## src/cr_pkg.sv

```systemverilog
// Clock recovery shared definitions
`default_nettype none

package cr_pkg;

  localparam int BW_W   = 8;
  localparam int LC_W   = 2;
  localparam int LANES  = 4;
  localparam int LVL_W  = 2;
  localparam int ADDR_W = 20;

  // Lane-count codes
  localparam logic [LC_W-1:0] LC_ONE  = 2'd0;
  localparam logic [LC_W-1:0] LC_TWO  = 2'd1;
  localparam logic [LC_W-1:0] LC_BAD  = 2'd2;
  localparam logic [LC_W-1:0] LC_FOUR = 2'd3;

  // DPCD addresses
  localparam logic [ADDR_W-1:0] DPCD_LINK_BW     = 20'h00100;
  localparam logic [ADDR_W-1:0] DPCD_TRAIN_PAT   = 20'h00102;
  localparam logic [ADDR_W-1:0] DPCD_LANE0_SET   = 20'h00103;
  localparam logic [ADDR_W-1:0] DPCD_LANE_STATUS = 20'h00202;
  localparam logic [ADDR_W-1:0] DPCD_ADJ_REQ     = 20'h00206;

  // TPS1, scrambling off
  localparam logic [7:0] TPS1_BYTE = 8'h21;

  typedef enum logic [1:0] {
    AUX_WRITE = 2'd0,
    AUX_READ  = 2'd1
  } aux_cmd_t;

  typedef enum logic [2:0] {
    REQ_SINK_CFG,
    REQ_TRAIN_PAT,
    REQ_DRIVE_SET,
    REQ_READ_STATUS,
    REQ_READ_ADJ
  } aux_kind_t;

  typedef enum logic [3:0] {
    CR_IDLE,
    CR_SINK_CFG,
    CR_TRAIN_PAT,
    CR_DRIVE_SET,
    CR_WAIT_TMR,
    CR_RD_STATUS,
    CR_WAIT_STATUS,
    CR_CHECK,
    CR_RD_ADJ,
    CR_WAIT_ADJ,
    CR_EQ,
    CR_CHK
  } cr_state_t;

endpackage

`default_nettype wire

```

## src/aux_req_if.sv

```systemverilog
// AUX request channel
`timescale 1ns/1ps
`default_nettype none

interface aux_req_if;

  logic              req;
  cr_pkg::aux_kind_t kind;
  logic              done;
  logic              failed;

  modport ctrl
  (
    output req, kind,
    input  done, failed
  );

  modport gen
  (
    input  req, kind,
    output done, failed
  );

endinterface

`default_nettype wire

```

## src/cr_param_regs.sv

```systemverilog
// Link parameter registers
`timescale 1ns/1ps
`default_nettype none

module cr_param_regs
(
  input  wire                                   clk,
  input  wire                                   rst_n,
  input  wire                                   cfg_vld,
  input  wire [cr_pkg::BW_W-1:0]                link_bw,
  input  wire [cr_pkg::LC_W-1:0]                link_lc,
  input  wire [cr_pkg::LVL_W-1:0]               max_vtg,
  input  wire [cr_pkg::LVL_W-1:0]               max_pre,
  input  wire                                   drive_vld,
  input  wire [cr_pkg::LANES*cr_pkg::LVL_W-1:0] vtg,
  input  wire [cr_pkg::LANES*cr_pkg::LVL_W-1:0] pre,
  input  wire                                   cr_done_vld,
  input  wire [cr_pkg::LANES-1:0]               cr_done,
  output logic [cr_pkg::BW_W-1:0]               bw_q,
  output logic [cr_pkg::LC_W-1:0]               lc_q,
  output logic [cr_pkg::LVL_W-1:0]              max_vtg_q,
  output logic [cr_pkg::LVL_W-1:0]              max_pre_q,
  output logic [cr_pkg::LANES*cr_pkg::LVL_W-1:0] vtg_q,
  output logic [cr_pkg::LANES*cr_pkg::LVL_W-1:0] pre_q,
  output logic [cr_pkg::LANES-1:0]              cr_done_q
);

  always_ff @(posedge clk or negedge rst_n)
  begin
    if (!rst_n)
    begin
      bw_q      <= '0;
      lc_q      <= '0;
      max_vtg_q <= '0;
      max_pre_q <= '0;
      vtg_q     <= '0;
      pre_q     <= '0;
      cr_done_q <= '0;
    end
    else
    begin
      // Link setting from policy side
      if (cfg_vld)
      begin
        bw_q      <= link_bw;
        lc_q      <= link_lc;
        max_vtg_q <= max_vtg;
        max_pre_q <= max_pre;
      end
      // Latest requested drive levels
      if (drive_vld)
      begin
        vtg_q <= vtg;
        pre_q <= pre;
      end
      if (cr_done_vld)
        cr_done_q <= cr_done;
    end
  end

endmodule

`default_nettype wire

```

## src/aux_req_gen.sv

```systemverilog
// AUX request generator
`timescale 1ns/1ps
`default_nettype none

module aux_req_gen
(
  input  wire                                   clk,
  input  wire                                   rst_n,
  aux_req_if.gen                                bus,
  input  wire [cr_pkg::BW_W-1:0]                bw_q,
  input  wire [cr_pkg::LC_W-1:0]                lc_q,
  input  wire [cr_pkg::LANES*cr_pkg::LVL_W-1:0] vtg_q,
  input  wire [cr_pkg::LANES*cr_pkg::LVL_W-1:0] pre_q,
  input  wire [cr_pkg::LVL_W-1:0]               max_vtg_q,
  input  wire [cr_pkg::LVL_W-1:0]               max_pre_q,
  output logic                                  aux_vld,
  output cr_pkg::aux_cmd_t                      aux_cmd,
  output logic [cr_pkg::ADDR_W-1:0]             aux_addr,
  output logic [7:0]                            aux_len,
  output logic [7:0]                            aux_data,
  input  wire                                   aux_ack,
  input  wire                                   aux_native_failed
);

  typedef enum logic [1:0] {G_IDLE, G_SEND, G_WAIT} gen_state_t;

  gen_state_t               state;
  logic [1:0]               byte_cnt;
  logic [1:0]               last_byte;
  logic [1:0]               drive_last;
  logic                     done_q;
  logic                     failed_q;
  logic [cr_pkg::LVL_W-1:0] lane_vtg;
  logic [cr_pkg::LVL_W-1:0] lane_pre;

  assign bus.done   = done_q;
  assign bus.failed = failed_q;
  assign aux_vld    = (state == G_SEND);

  // Drive byte lane follows the byte counter
  assign lane_vtg = vtg_q[byte_cnt*cr_pkg::LVL_W +: cr_pkg::LVL_W];
  assign lane_pre = pre_q[byte_cnt*cr_pkg::LVL_W +: cr_pkg::LVL_W];

  always_comb
  begin
    case (lc_q)
      cr_pkg::LC_ONE: drive_last = 2'd0;
      cr_pkg::LC_TWO: drive_last = 2'd1;
      // Four lanes, code 2 included
      default:        drive_last = 2'd3;
    endcase
  end

  ////////////////////
  // Request fields
  ////////////////////
  always_comb
  begin
    aux_cmd   = cr_pkg::AUX_WRITE;
    aux_addr  = cr_pkg::DPCD_LINK_BW;
    aux_len   = 8'd0;
    aux_data  = 8'h00;
    last_byte = 2'd0;
    case (bus.kind)
      cr_pkg::REQ_SINK_CFG:
      begin
        last_byte = 2'd2;
        aux_len   = 8'd2;
        case (byte_cnt)
          2'd0:    aux_data = bw_q;
          // Enhanced framing plus lane count
          2'd1:    aux_data = 8'h80 + {6'd0, lc_q} + 8'd1;
          default: aux_data = 8'h00;
        endcase
      end
      cr_pkg::REQ_TRAIN_PAT:
      begin
        aux_addr = cr_pkg::DPCD_TRAIN_PAT;
        aux_data = cr_pkg::TPS1_BYTE;
      end
      cr_pkg::REQ_DRIVE_SET:
      begin
        aux_addr  = cr_pkg::DPCD_LANE0_SET;
        last_byte = drive_last;
        aux_len   = {6'd0, drive_last};
        aux_data  = {2'b00, lane_pre == max_pre_q, lane_pre, lane_vtg == max_vtg_q, lane_vtg};
      end
      cr_pkg::REQ_READ_STATUS:
      begin
        aux_cmd  = cr_pkg::AUX_READ;
        aux_addr = cr_pkg::DPCD_LANE_STATUS;
        aux_len  = 8'd1;
      end
      cr_pkg::REQ_READ_ADJ:
      begin
        aux_cmd  = cr_pkg::AUX_READ;
        aux_addr = cr_pkg::DPCD_ADJ_REQ;
        aux_len  = 8'd1;
      end
      default:
      begin
        aux_cmd = cr_pkg::AUX_WRITE;
      end
    endcase
  end

  ////////////////////
  // Sequencing
  ////////////////////
  always_ff @(posedge clk or negedge rst_n)
  begin
    if (!rst_n)
    begin
      state    <= G_IDLE;
      byte_cnt <= 2'd0;
      done_q   <= 1'b0;
      failed_q <= 1'b0;
    end
    else
    begin
      done_q   <= 1'b0;
      failed_q <= 1'b0;
      case (state)
        G_IDLE:
        begin
          // req of the finished request is still up while its reply is reported
          if (bus.req && !done_q && !failed_q)
          begin
            byte_cnt <= 2'd0;
            state    <= G_SEND;
          end
        end
        G_SEND:
        begin
          if (byte_cnt == last_byte)
            state <= G_WAIT;
          else
            byte_cnt <= byte_cnt + 2'd1;
        end
        G_WAIT:
        begin
          // No timeout, the sink holds everything here
          if (aux_ack)
          begin
            done_q <= 1'b1;
            state  <= G_IDLE;
          end
          else if (aux_native_failed)
          begin
            failed_q <= 1'b1;
            state    <= G_IDLE;
          end
        end
        default:
        begin
          state <= G_IDLE;
        end
      endcase
    end
  end

endmodule

`default_nettype wire

```

## src/cr_ctrl.sv

```systemverilog
// Clock recovery sequencer
`timescale 1ns/1ps
`default_nettype none

module cr_ctrl
(
  input  wire                                    clk,
  input  wire                                    rst_n,
  aux_req_if.ctrl                                bus,
  input  wire                                    start_cr,
  input  wire                                    retry_drive,
  input  wire                                    cr_done_vld,
  input  wire                                    drive_vld,
  input  wire [cr_pkg::LC_W-1:0]                 lc_q,
  input  wire [cr_pkg::BW_W-1:0]                 bw_q,
  input  wire [cr_pkg::LANES*cr_pkg::LVL_W-1:0]  vtg_q,
  input  wire [cr_pkg::LANES*cr_pkg::LVL_W-1:0]  pre_q,
  input  wire [cr_pkg::LANES-1:0]                cr_done_q,
  output logic                                   ctr_start,
  input  wire                                    ctr_fire,
  output logic                                   phy_cfg_vld,
  output logic [cr_pkg::BW_W-1:0]                phy_bw,
  output logic [cr_pkg::LC_W-1:0]                phy_lc,
  output logic                                   eq_start,
  output logic [cr_pkg::LANES*cr_pkg::LVL_W-1:0] new_vtg,
  output logic [cr_pkg::LANES*cr_pkg::LVL_W-1:0] new_pre,
  output logic [cr_pkg::BW_W-1:0]                new_bw,
  output logic [cr_pkg::LC_W-1:0]                new_lc,
  output logic                                   chk_start,
  output logic [cr_pkg::LANES*cr_pkg::LVL_W-1:0] adj_vtg,
  output logic [cr_pkg::LANES*cr_pkg::LVL_W-1:0] adj_pre
);

  cr_pkg::cr_state_t state;
  logic              lanes_ok;

  assign ctr_start = (state == cr_pkg::CR_WAIT_TMR);
  assign eq_start  = (state == cr_pkg::CR_EQ);
  assign chk_start = (state == cr_pkg::CR_CHK);
  assign phy_bw    = bw_q;
  assign phy_lc    = lc_q;
  assign new_vtg   = vtg_q;
  assign new_pre   = pre_q;
  assign new_bw    = bw_q;
  assign new_lc    = lc_q;
  assign adj_vtg   = vtg_q;
  assign adj_pre   = pre_q;

  // Every active lane reports clock recovery
  always_comb
  begin
    case (lc_q)
      cr_pkg::LC_ONE:  lanes_ok = cr_done_q[0];
      cr_pkg::LC_TWO:  lanes_ok = &cr_done_q[1:0];
      cr_pkg::LC_FOUR: lanes_ok = &cr_done_q;
      default:         lanes_ok = 1'b0;
    endcase
  end

  always_comb
  begin
    bus.req  = 1'b1;
    bus.kind = cr_pkg::REQ_SINK_CFG;
    case (state)
      cr_pkg::CR_SINK_CFG:  bus.kind = cr_pkg::REQ_SINK_CFG;
      cr_pkg::CR_TRAIN_PAT: bus.kind = cr_pkg::REQ_TRAIN_PAT;
      cr_pkg::CR_DRIVE_SET: bus.kind = cr_pkg::REQ_DRIVE_SET;
      cr_pkg::CR_RD_STATUS: bus.kind = cr_pkg::REQ_READ_STATUS;
      cr_pkg::CR_RD_ADJ:    bus.kind = cr_pkg::REQ_READ_ADJ;
      default:              bus.req  = 1'b0;
    endcase
  end

  ////////////////////
  // State sequence
  ////////////////////
  always_ff @(posedge clk or negedge rst_n)
  begin
    if (!rst_n)
    begin
      state       <= cr_pkg::CR_IDLE;
      phy_cfg_vld <= 1'b0;
    end
    else
    begin
      phy_cfg_vld <= 1'b0;
      // failed only follows one of our own requests
      if (bus.failed)
        state <= cr_pkg::CR_IDLE;
      else
      begin
        case (state)
          cr_pkg::CR_IDLE:
          begin
            if (start_cr)
              state <= cr_pkg::CR_SINK_CFG;
            else if (retry_drive)
              state <= cr_pkg::CR_DRIVE_SET;
          end
          cr_pkg::CR_SINK_CFG:
          begin
            if (bus.done)
            begin
              phy_cfg_vld <= 1'b1;
              state       <= cr_pkg::CR_TRAIN_PAT;
            end
          end
          cr_pkg::CR_TRAIN_PAT:
            if (bus.done)
              state <= cr_pkg::CR_DRIVE_SET;
          cr_pkg::CR_DRIVE_SET:
            if (bus.done)
              state <= cr_pkg::CR_WAIT_TMR;
          cr_pkg::CR_WAIT_TMR:
            if (ctr_fire)
              state <= cr_pkg::CR_RD_STATUS;
          cr_pkg::CR_RD_STATUS:
            if (bus.done)
              state <= cr_pkg::CR_WAIT_STATUS;
          cr_pkg::CR_WAIT_STATUS:
            if (cr_done_vld)
              state <= cr_pkg::CR_CHECK;
          cr_pkg::CR_CHECK:
          begin
            if (lc_q == cr_pkg::LC_BAD)
              state <= cr_pkg::CR_IDLE;
            else if (lanes_ok)
              state <= cr_pkg::CR_EQ;
            else
              state <= cr_pkg::CR_RD_ADJ;
          end
          cr_pkg::CR_RD_ADJ:
            if (bus.done)
              state <= cr_pkg::CR_WAIT_ADJ;
          cr_pkg::CR_WAIT_ADJ:
            if (drive_vld)
              state <= cr_pkg::CR_CHK;
          default:
            state <= cr_pkg::CR_IDLE;
        endcase
      end
    end
  end

endmodule

`default_nettype wire

```

## src/cr_top.sv

```systemverilog
// Clock recovery top level
`timescale 1ns/1ps
`default_nettype none

module cr_top
(
  input  wire                                    clk,
  input  wire                                    rst_n,
  input  wire                                    start_cr,
  input  wire                                    retry_drive,
  input  wire                                    cfg_vld,
  input  wire [cr_pkg::BW_W-1:0]                 link_bw,
  input  wire [cr_pkg::LC_W-1:0]                 link_lc,
  input  wire [cr_pkg::LVL_W-1:0]                max_vtg,
  input  wire [cr_pkg::LVL_W-1:0]                max_pre,
  input  wire                                    drive_vld,
  input  wire [cr_pkg::LANES*cr_pkg::LVL_W-1:0]  vtg,
  input  wire [cr_pkg::LANES*cr_pkg::LVL_W-1:0]  pre,
  input  wire                                    cr_done_vld,
  input  wire [cr_pkg::LANES-1:0]                cr_done,
  output logic                                   aux_vld,
  output cr_pkg::aux_cmd_t                       aux_cmd,
  output logic [cr_pkg::ADDR_W-1:0]              aux_addr,
  output logic [7:0]                             aux_len,
  output logic [7:0]                             aux_data,
  input  wire                                    aux_ack,
  input  wire                                    aux_native_failed,
  output logic                                   ctr_start,
  input  wire                                    ctr_fire,
  output logic                                   phy_cfg_vld,
  output logic [cr_pkg::BW_W-1:0]                phy_bw,
  output logic [cr_pkg::LC_W-1:0]                phy_lc,
  output logic                                   eq_start,
  output logic [cr_pkg::LANES*cr_pkg::LVL_W-1:0] new_vtg,
  output logic [cr_pkg::LANES*cr_pkg::LVL_W-1:0] new_pre,
  output logic [cr_pkg::BW_W-1:0]                new_bw,
  output logic [cr_pkg::LC_W-1:0]                new_lc,
  output logic                                   chk_start,
  output logic [cr_pkg::LANES*cr_pkg::LVL_W-1:0] adj_vtg,
  output logic [cr_pkg::LANES*cr_pkg::LVL_W-1:0] adj_pre
);

  logic [cr_pkg::BW_W-1:0]                bw_q;
  logic [cr_pkg::LC_W-1:0]                lc_q;
  logic [cr_pkg::LVL_W-1:0]               max_vtg_q;
  logic [cr_pkg::LVL_W-1:0]               max_pre_q;
  logic [cr_pkg::LANES*cr_pkg::LVL_W-1:0] vtg_q;
  logic [cr_pkg::LANES*cr_pkg::LVL_W-1:0] pre_q;
  logic [cr_pkg::LANES-1:0]               cr_done_q;

  aux_req_if req_bus ();

  cr_param_regs param_regs_inst
  (
    .clk         (clk),
    .rst_n       (rst_n),
    .cfg_vld     (cfg_vld),
    .link_bw     (link_bw),
    .link_lc     (link_lc),
    .max_vtg     (max_vtg),
    .max_pre     (max_pre),
    .drive_vld   (drive_vld),
    .vtg         (vtg),
    .pre         (pre),
    .cr_done_vld (cr_done_vld),
    .cr_done     (cr_done),
    .bw_q        (bw_q),
    .lc_q        (lc_q),
    .max_vtg_q   (max_vtg_q),
    .max_pre_q   (max_pre_q),
    .vtg_q       (vtg_q),
    .pre_q       (pre_q),
    .cr_done_q   (cr_done_q)
  );

  aux_req_gen req_gen_inst
  (
    .clk               (clk),
    .rst_n             (rst_n),
    .bus               (req_bus.gen),
    .bw_q              (bw_q),
    .lc_q              (lc_q),
    .vtg_q             (vtg_q),
    .pre_q             (pre_q),
    .max_vtg_q         (max_vtg_q),
    .max_pre_q         (max_pre_q),
    .aux_vld           (aux_vld),
    .aux_cmd           (aux_cmd),
    .aux_addr          (aux_addr),
    .aux_len           (aux_len),
    .aux_data          (aux_data),
    .aux_ack           (aux_ack),
    .aux_native_failed (aux_native_failed)
  );

  cr_ctrl ctrl_inst
  (
    .clk         (clk),
    .rst_n       (rst_n),
    .bus         (req_bus.ctrl),
    .start_cr    (start_cr),
    .retry_drive (retry_drive),
    .cr_done_vld (cr_done_vld),
    .drive_vld   (drive_vld),
    .lc_q        (lc_q),
    .bw_q        (bw_q),
    .vtg_q       (vtg_q),
    .pre_q       (pre_q),
    .cr_done_q   (cr_done_q),
    .ctr_start   (ctr_start),
    .ctr_fire    (ctr_fire),
    .phy_cfg_vld (phy_cfg_vld),
    .phy_bw      (phy_bw),
    .phy_lc      (phy_lc),
    .eq_start    (eq_start),
    .new_vtg     (new_vtg),
    .new_pre     (new_pre),
    .new_bw      (new_bw),
    .new_lc      (new_lc),
    .chk_start   (chk_start),
    .adj_vtg     (adj_vtg),
    .adj_pre     (adj_pre)
  );

endmodule

`default_nettype wire

```

## config.mk

```make
export PLATFORM = sky130hd
export DESIGN_NAME = cr_top
export DESIGN_NICKNAME = d
export VERILOG_FILES = /design/src/cr_pkg.sv /design/src/aux_req_if.sv /design/src/cr_param_regs.sv /design/src/aux_req_gen.sv /design/src/cr_ctrl.sv /design/src/cr_top.sv
export SDC_FILE = /design/constraint.sdc
export NUM_CORES = 1
export LEC_CHECK = 0
export BUFFER_PORTS_ARGS = -buffer_cell sky130_fd_sc_hd__clkbuf_2
export CAP_MARGIN = 10
export CORE_MARGIN = 2
export CORE_UTILIZATION = 35
export CTS_CLUSTER_DIAMETER = 200
export DETAILED_ROUTE_END_ITERATION = 10
export PLACE_DENSITY = 0.66
export SYNTH_ARGS = -nofsm -noshare
export SYNTH_HDL_FRONTEND = slang
export SYNTH_SLANG_ARGS = --single-unit
```

## constraint.sdc

```tcl
create_clock -name clk -period 2 [get_ports clk]
set_input_delay 0.1 -clock clk [delete_from_list [all_inputs] [get_ports clk]]
set_output_delay 0.1 -clock clk [all_outputs]
set_load 0.03 [all_outputs]
```

# After elaboration in Yosys (flattened, before gate mapping)
# Cells that the tools add are included.
# totals
reg_bits,45
input_bits,44
out_inout_bits,95
elab_cells,112
# classes
addsub,3
eq_ne,37
n_shift,2
muxes,40
reduce_logical,17
# ops
operator,n
$mux 4,12
$pmux 10 s4,1
$pmux 4 s10,1
$ne 3x3->1 const B,8
$pmux 8 s3,1
$eq 4x3->1 const B,4
$eq 4x4->1 const B,4
$pmux 8 s2,1
$shiftx 8x4->2,2
$mux 2,7
$pmux 2 s2,3
$pmux 2 s3,2
$pmux 3 s4,1
$mux 1,10
$reduce_and 9->1,1
$add 8x1->8 const B,1
$add 8x2->8 const A,1
$eq 4x2->1 const B,2
$eq 2x1->1 const B,3
$eq 2x2->1,3
$eq 2x2->1 const B,3
$eq 3x2->1 const B,2
$logic_not 2->1,3
$reduce_and 3->1,2
other kinds (18),21

# Depth between registers and ports, before layout
# Gate-level depths: netlist of run 1.
# depth
word_depth,7
mapped_depth,8
mapped_depth_nobuf,7

# By module
# Synthesis of run 1 repeated with hierarchy kept, for this count alone.
# hier_totals
hier_cells,304
hier_area_um2,3253.1
# by_module_without_submodules
mod,instances,cells_each,area_per_inst_um2,seq_area_each_um2
cr_param_regs,1,71,1313.8,850.8
aux_req_gen,1,111,972.2,150.1
cr_ctrl,1,122,967.2,125.1

# Worst setup path after synthesis of run 1
# No wires, ideal clock.
# synth_path
path_kind,reg2reg
start,reg param_regs_inst.lc_q[0] (netlist name)
end,reg req_gen_inst.byte_cnt[1]
setup_time_ps,94
arrival_ps,2453
t_required_ps,1906
slack_ps,-547
stages_incl_launch_ff,8
path_buffers,0
synth_period_minus_slack_ps,2547
cell_sequence,dfrtp_1 -> inv_1 -> ha_1 -> or3b_1 -> a211oi_2 -> nor2_1 -> mux2_2 -> a211oi_1
# synth_via
elab_chain_cells,6
elab_cells_between_ends,7
cone_classes,eq/ne (3); mux (2); reduce/logical (2)
# synth_lines
item,line,rtl
"start, declared",cr_param_regs.sv:20,"output logic [cr_pkg::LC_W-1:0] lc_q,"
"start signal, assigned",cr_param_regs.sv:46,lc_q <= link_lc;
$eq 2x1->1 / $logic_not 2->1 (equally long branches),aux_req_gen.sv:46,case (lc_q)
$pmux 2 s2 (*),aux_req_gen.sv:46,
$pmux 2 s2 (*),aux_req_gen.sv:64,case (bus.kind)
$eq 2x2->1 (*),aux_req_gen.sv:135,if (byte_cnt == last_byte)
$ne 2x2->1 (no source line) (*),n/a,
$reduce_and 3->1 (no source line) (*),n/a,
"end signal, assigned",aux_req_gen.sv:138,byte_cnt <= byte_cnt + 2'd1;
"end, declared",aux_req_gen.sv:28,logic [1:0] byte_cnt;
# Every way passes the cells marked *; elsewhere a longest branch is shown, timed or not.
# A chain may end at the register's enable or synchronous reset.

# Final worst setup path of run 1
# layout_path
start,reg req_gen_inst.byte_cnt[0]
end,out aux_data[0]
# layout_via
elab_chain_cells,3
elab_cells_between_ends,5
cone_classes,eq/ne (1); shift (1); mux (2); reduce/logical (1)
# layout_lines
item,line,rtl
"parallel branches: the longest is 2 deep, another holds $shiftx 8x4->2",n/a,
$pmux 8 s3 (*),aux_req_gen.sv:64,
"end, declared",cr_top.sv:25,"output logic [7:0] aux_data,"
# Every way passes the cells marked *.

==> impl_metrics.toml, run 1 <==
[routing]
wl_um = 6870
firstDrtPassIters = 4
wl_per_cell_um = 14.2
drt_iter0_markers = 88
vias = 2263
vias_per_cell = 4.67
antenna_left = 0
drc = 0

[worst_setup_path]
worstSetupPathType = "flop to output port"
cp-start-kind = "flop"
endpoint_kind = "output port"
required_ns = 1.90
crit_fanout = 5
worstPathArrival_ns = 1.92

[clock_network]
numCtsBuffers = 5
htreeDepth = 2
tritoncts = "yes"
clock-root-buffer = "clkbuf_8"
cts.sinks = 45
clk_pin_slew_worst_paths_ns = 0.09
clk_latency_ns = 0.30
clk_path_buf_depth = 2

[synth]
syn-instance-count = 267
synth-seq-cells = 45
yosysSeqAreaShare_pct = 39.8
ys_top_cells_by_area = "dfrtp_1 40%, buf_4 14%, mux2_2 13%, mux4_2 3.2%, ha_1 3.1%"
avgSynthCellArea_sq_um = 10.6
synth_top_area_share_pct = 39.8
synth_area_sq_um = 2830
synth_edf_count = 0
yosys_most_used_dff = "dfrtp_1"
async_reset_ff_share_pct = 100
yosys.area.top_type = "dfrtp_1"
synth_warnings = 0
yosys.cell_types.count = 49

[cells_and_area]
area_delta_synth_final_pct = 34.8
drive_gt1_share_pct = 61.6
diodes = 0
final_common_cell = "clkbuf_2"
fin_util_pct = 49.1
layout_common_cells = "108 x clkbuf_2, 39 x dfrtp_1, 32 x mux2_2"
fillCellCount = 725
final_net_count = 433

[timing]
finalClockSkew_ns = 0.00315
final-setup-viol-count = 4
hold_viol_final = 0
fin_crit_ns = 2.02
finalCritPeriodShare_pct = 101
slew_headroom_pct = 61.9
setup_tns_ns = -0.0511
layout_setup_ws_ns = -0.0191
max_freq_ghz = 0.495
grt_setup_unrepaired = "true"
report.final.slew_viol_count = 0
worst_pin_slew_ns = 0.572
hold_slack_ns = 0.00949

[floorplan]
core_area_sq_um = 7770
die_x_um = 93.9
dieArea_sq_um = 8820
fp.dieH_um = 93.9
rows = 32
initial_core_util_pct = 36.4
io_pins = 139

[job]
drv_cap = 0

[pwr]
pwr-share-clk_pct = 12.8
p_comb_share_pct = 64.9
power_mw = 5.63
ir_drop_uv = 804
powerDensity_nw_per_um2 = 1470
p_sw_mw = 2.53
leakage_nw = 1.86
switching_share_pct = 44.9
cell_internal_pwr_mw = 3.10
power_frac_seq_pct = 22.2

[placed_design]
place.gp.congestion = 0.829
io_buffer_count = 116
hpwl_um = 5310
place_ws_ns = 0.0279

[global_route]
antenna_found_initial = 0
grt.total_usage_pct = 15.4
grt_max_degree = 46
grt_pass1_vias = 2115
grt-ovfl-total = 0
grt_pass1_wl_um = 10700

[outcome]
status = "finished, violations left"
violations = "negative setup slack"

[min_path]
hp-class = "input pin to flop"
## critical path, cell delays in order (launching register included)
cell and delay [ns]:
dfrtp_2 0.44, mux4_2 0.56, nor3_2 0.13, a21oi_1 0.07
nor3b_2 0.18, a211oi_2 0.07, clkbuf_8 0.17
## power by group through the flow
stage | registers (mW) | clock network [mW] | logic [mW]
final | 1.25 | 0.722 | 3.65
after global routing | 1.28 | 0.777 | 3.91
after CTS | 1.25 | 0.747 | 3.46
after detailed placement | 1.26 | 0 | 3.12
after global placement | 1.25 | 0 | 3.10
after floorplan | 1.29 | 0 | 2.27
## Yosys cell counts (all sizes together) (5+ instances only)
library cell and count:
buf 58, dfrtp 45, mux2 33, nor2 16, inv 12, o21ai 9
ha 7, nand2 7, clkbuf 6, nor3 6, a21oi 5, nor3b 5
## metrics by stage
step           instances  area, sq um
3_3_place_gp         464         3410
6_report             485         3810
2_1_floorplan        288         2980
4_1_cts              483         3740
3_5_place_dp         464         3410
5_1_grt              485         3810
## kinds of logic (layout without fill, tap and decap cells)
family / after synthesis / count (layout) / share of synthesized area [%]
buf+inv: 76 / 171 / 17.2
simple gates: 56 / 56 / 11.6
flops: 45 / 45 / 39.8
mux: 39 / 39 / 17.0
compound gates: 36 / 36 / 8.97
fa+ha+maj: 7 / 7 / 3.09
xor+xnor: 7 / 7 / 2.17
other cells: 1 / 22 / 0.132
## layer usage
metal,vias up,global-route usage [%],wire length [um]
met1,1065,20.2,2980
met5,-,0,0
met2,95,26.1,3380
met3,4,3.37,457
li1,1099,-,-
met4,0,3.62,43
## state kept, by name (all words and copies together) (netlist names)
name	cells
req_gen_inst.bus.failed	1
param_regs_inst.cr_done_q	4
param_regs_inst.max_vtg_q	2
req_gen_inst.bus.done	1
req_gen_inst.state	2
ctrl_inst.phy_cfg_vld	1
param_regs_inst.pre_q	8
ctrl_inst.state	4
param_regs_inst.lc_q	2
param_regs_inst.max_pre_q	2
param_regs_inst.bw_q	8
param_regs_inst.vtg_q	8
req_gen_inst.byte_cnt	2
## area by class of cell
| type | instances | area, sq um | share of cell area (%) |
|---|---|---|---|
| sequential | 45 | 1130 | 29.7 |
| timing repair buffer | 151 | 921 | 24.1 |
| multi-input combinational | 167 | 1470 | 38.4 |
| inverter | 12 | 47.5 | 1.25 |
| clock inverter | 2 | 37.5 | 0.984 |
| clock buffer | 6 | 82.6 | 2.16 |
| tap | 102 | 128 | 3.35 |
## timing repair
action                                  CTS  global route
hold endpoints to repair                 47             0
pin swaps                                10             9
endpoints found under the setup margin    9            16
hold buffers                              3             0
setup buffers                             9             2
resized for setup                        28            27
## worst paths after layout
path	from	end	slack [ns]	cells past startpoint
max in group asynchronous	rst_n	req_gen_inst.byte_cnt[0]	1.16	3
setup / recovery	req_gen_inst.byte_cnt[0]	aux_data[0]	-0.02	6
setup reg to reg	param_regs_inst.lc_q[0]	req_gen_inst.byte_cnt[1]	-0.02	8
hold / removal	link_lc[1]	param_regs_inst.lc_q[1]	0.009	3
min in group asynchronous	rst_n	param_regs_inst.bw_q[6]	0.42	3
hold reg to reg	param_regs_inst.cr_done_q[1]	param_regs_inst.cr_done_q[1]	0.52	1
No activity file was read; power rests on OpenSTA's default activity.
==> inputs of run 2 (changes only) <==
--- a/config.mk
+++ b/config.mk
@@ -7,11 +7,14 @@
 export LEC_CHECK = 0
 export BUFFER_PORTS_ARGS = -buffer_cell sky130_fd_sc_hd__clkbuf_2
 export CAP_MARGIN = 10
+export CELL_PAD_IN_SITES_DETAIL_PLACEMENT = 0
+export CELL_PAD_IN_SITES_GLOBAL_PLACEMENT = 1
 export CORE_MARGIN = 2
-export CORE_UTILIZATION = 35
+export CORE_UTILIZATION = 31
 export CTS_CLUSTER_DIAMETER = 200
 export DETAILED_ROUTE_END_ITERATION = 10
-export PLACE_DENSITY = 0.66
+export PLACE_DENSITY = 0.77
+export SKIP_CTS_REPAIR_TIMING = 1
 export SYNTH_ARGS = -nofsm -noshare
 export SYNTH_HDL_FRONTEND = slang
 export SYNTH_SLANG_ARGS = --single-unit
==> run 2 against run 1 <==
The flow still finishes with violations (negative setup slack); non-clock buffer count is 7 higher; clock skew fell by 0.0019 ns; sequential cell count did not move; cell area increased by 3.6%; power increased by 5.4%; setup slack worse by 0.058 ns; critical endpoint is now req_gen_inst.byte_cnt[1]; largest power group unchanged.
==> impl_metrics.toml, run 2 (synthesis results as in run 1) <==
[routing]
drc = 0
firstDrtPassIters = 4
wl_um = 7690
antenna_left = 0
wl_per_cell_um = 15.4
drt_iter0_markers = 43
vias_per_cell = 4.68
vias = 2332

[timing]
hold_viol_final = 0
max_freq_ghz = 0.482
grt_setup_unrepaired = "true"
worst_pin_slew_ns = 0.629
finalClockSkew_ns = 0.00124
fin_crit_ns = 2.08
report.final.slew_viol_count = 0
layout_setup_ws_ns = -0.0767
slew_headroom_pct = 58.0
finalCritPeriodShare_pct = 104
final-setup-viol-count = 5

[placed_design]
place_ws_ns = -0.00272
dp_cells = 473
place.gp.congestion = 0.851
io_buffer_count = 116
hpwl_um = 5980

[worst_setup_path]
endpoint_kind = "flop"
rr_endpoint = "req_gen_inst.byte_cnt[1]"
required_ns = 2.20
worstSetupPathType = "flop to flop"
r2r.worst_path.cells = 6
cp-start-kind = "flop"
r2r_start = "param_regs_inst.lc_q[0]"
worstPathArrival_ns = 2.28
crit_fanout = 4
rrSetupSlack_ns = -0.08

[clock_network]
cts.sinks = 45
clock-root-buffer = "clkbuf_8"
clk_path_buf_depth = 2
tritoncts = "yes"
clk_pin_slew_worst_paths_ns = 0.09
numCtsBuffers = 5
clk_latency_ns = 0.29
htreeDepth = 2

[min_path]
hold_depth = 3
hp-class = "input pin to flop"
min_from = "link_lc[0]"
hold_path_end = "param_regs_inst.lc_q[0]"

[outcome]
violations = "negative setup slack"
status = "finished, violations left"

[global_route]
grt_pass1_vias = 2194
antenna_found_initial = 0
grt_max_degree = 25
grt.total_usage_pct = 14.9
grt-ovfl-total = 0
grt_pass1_wl_um = 11500

[pwr]
ir_drop_uv = 545
power_mw = 5.93
powerDensity_nw_per_um2 = 1500
leakage_nw = 1.90

[cells_and_area]
top_regs = "param_regs_inst.bw_q: 8 flops, param_regs_inst.pre_q: 8 flops, param_regs_inst.vtg_q: 8 flops"
layout_common_cells = "104 x clkbuf_2, 37 x dfrtp_1, 32 x mux2_2"
drive_gt1_share_pct = 63.6
final_common_cell = "clkbuf_2"
fillCellCount = 844
diodes = 0
area_delta_synth_final_pct = 39.7
final_cells = 498
fin_util_pct = 44.9
final_net_count = 440

[floorplan]
die_x_um = 99.6
io_pins = 139
core_area_sq_um = 8810
rows = 34
fp.dieH_um = 99.6
dieArea_sq_um = 9910
initial_core_util_pct = 32.1

[job]
drv_cap = 0
-- run 2: layout make-up --
cell class	count	area [sq um]	share of cell area, %
repair buffers	158	1010	25.5
well taps	108	135	3.42
clock inverters	2	38.8	0.981
inverters	12	47.5	1.20
flip-flops and latches	45	1140	28.7
multi-input cells	167	1510	38.3
clock buffers	6	72.6	1.84
-- run 2: per-layer routing --
layer  up-vias  track usage [%]  part of all wire [%]
met5         -                0                     0
met4         0             3.37                   1.1
met3         7             4.29                   7.6
met2        99             24.5                    49
met1      1117             19.4                    43
li1       1109                -                     -
-- run 2: metrics by stage --
stage	area (sq um)	hold WS, ns	TNS (ns)
finish	3950	0.0192	-0.237
global route	3950	0.0142	-1.04
CTS	3570	-0.177	-1.64
detailed placement	3460	0.155	-0.00272
global placement	3460	0.137	0
floorplan	2980	-0.196	-0.388
-- run 2: worst max-delay path by stage --
stage                              from                  endpoint  slack, ns  depth (start not counted)
3_3_place_gp         ctrl_inst.state[1]        ctrl_inst.state[2]       0.01                          6
2_1_floorplan   param_regs_inst.lc_q[0]  req_gen_inst.byte_cnt[1]      -0.19                          7
3_5_place_dp         ctrl_inst.state[1]        ctrl_inst.state[2]     -0.003                          6
5_1_grt        req_gen_inst.byte_cnt[0]               aux_data[0]      -0.18                          6
6_report        param_regs_inst.lc_q[0]  req_gen_inst.byte_cnt[1]      -0.08                          6
4_1_cts              ctrl_inst.state[0]               aux_data[2]      -0.28                          8
-- run 2: report_power, final --
part	internal, mW	total, mW	switching (mW)
logic	1.82	3.97	2.14
clock network	0.376	0.703	0.327
registers	1.07	1.26	0.193
total	3.27	5.93	2.66
-- run 2: worst max-delay path, cell delays in order (launching register included) --
cell and delay (ns):
dfrtp_2 0.46, ha_4 0.18, or3b_4 0.41, a211oi_4 0.33, nor2_1 0.09, mux2_4 0.27
a211oi_2 0.23
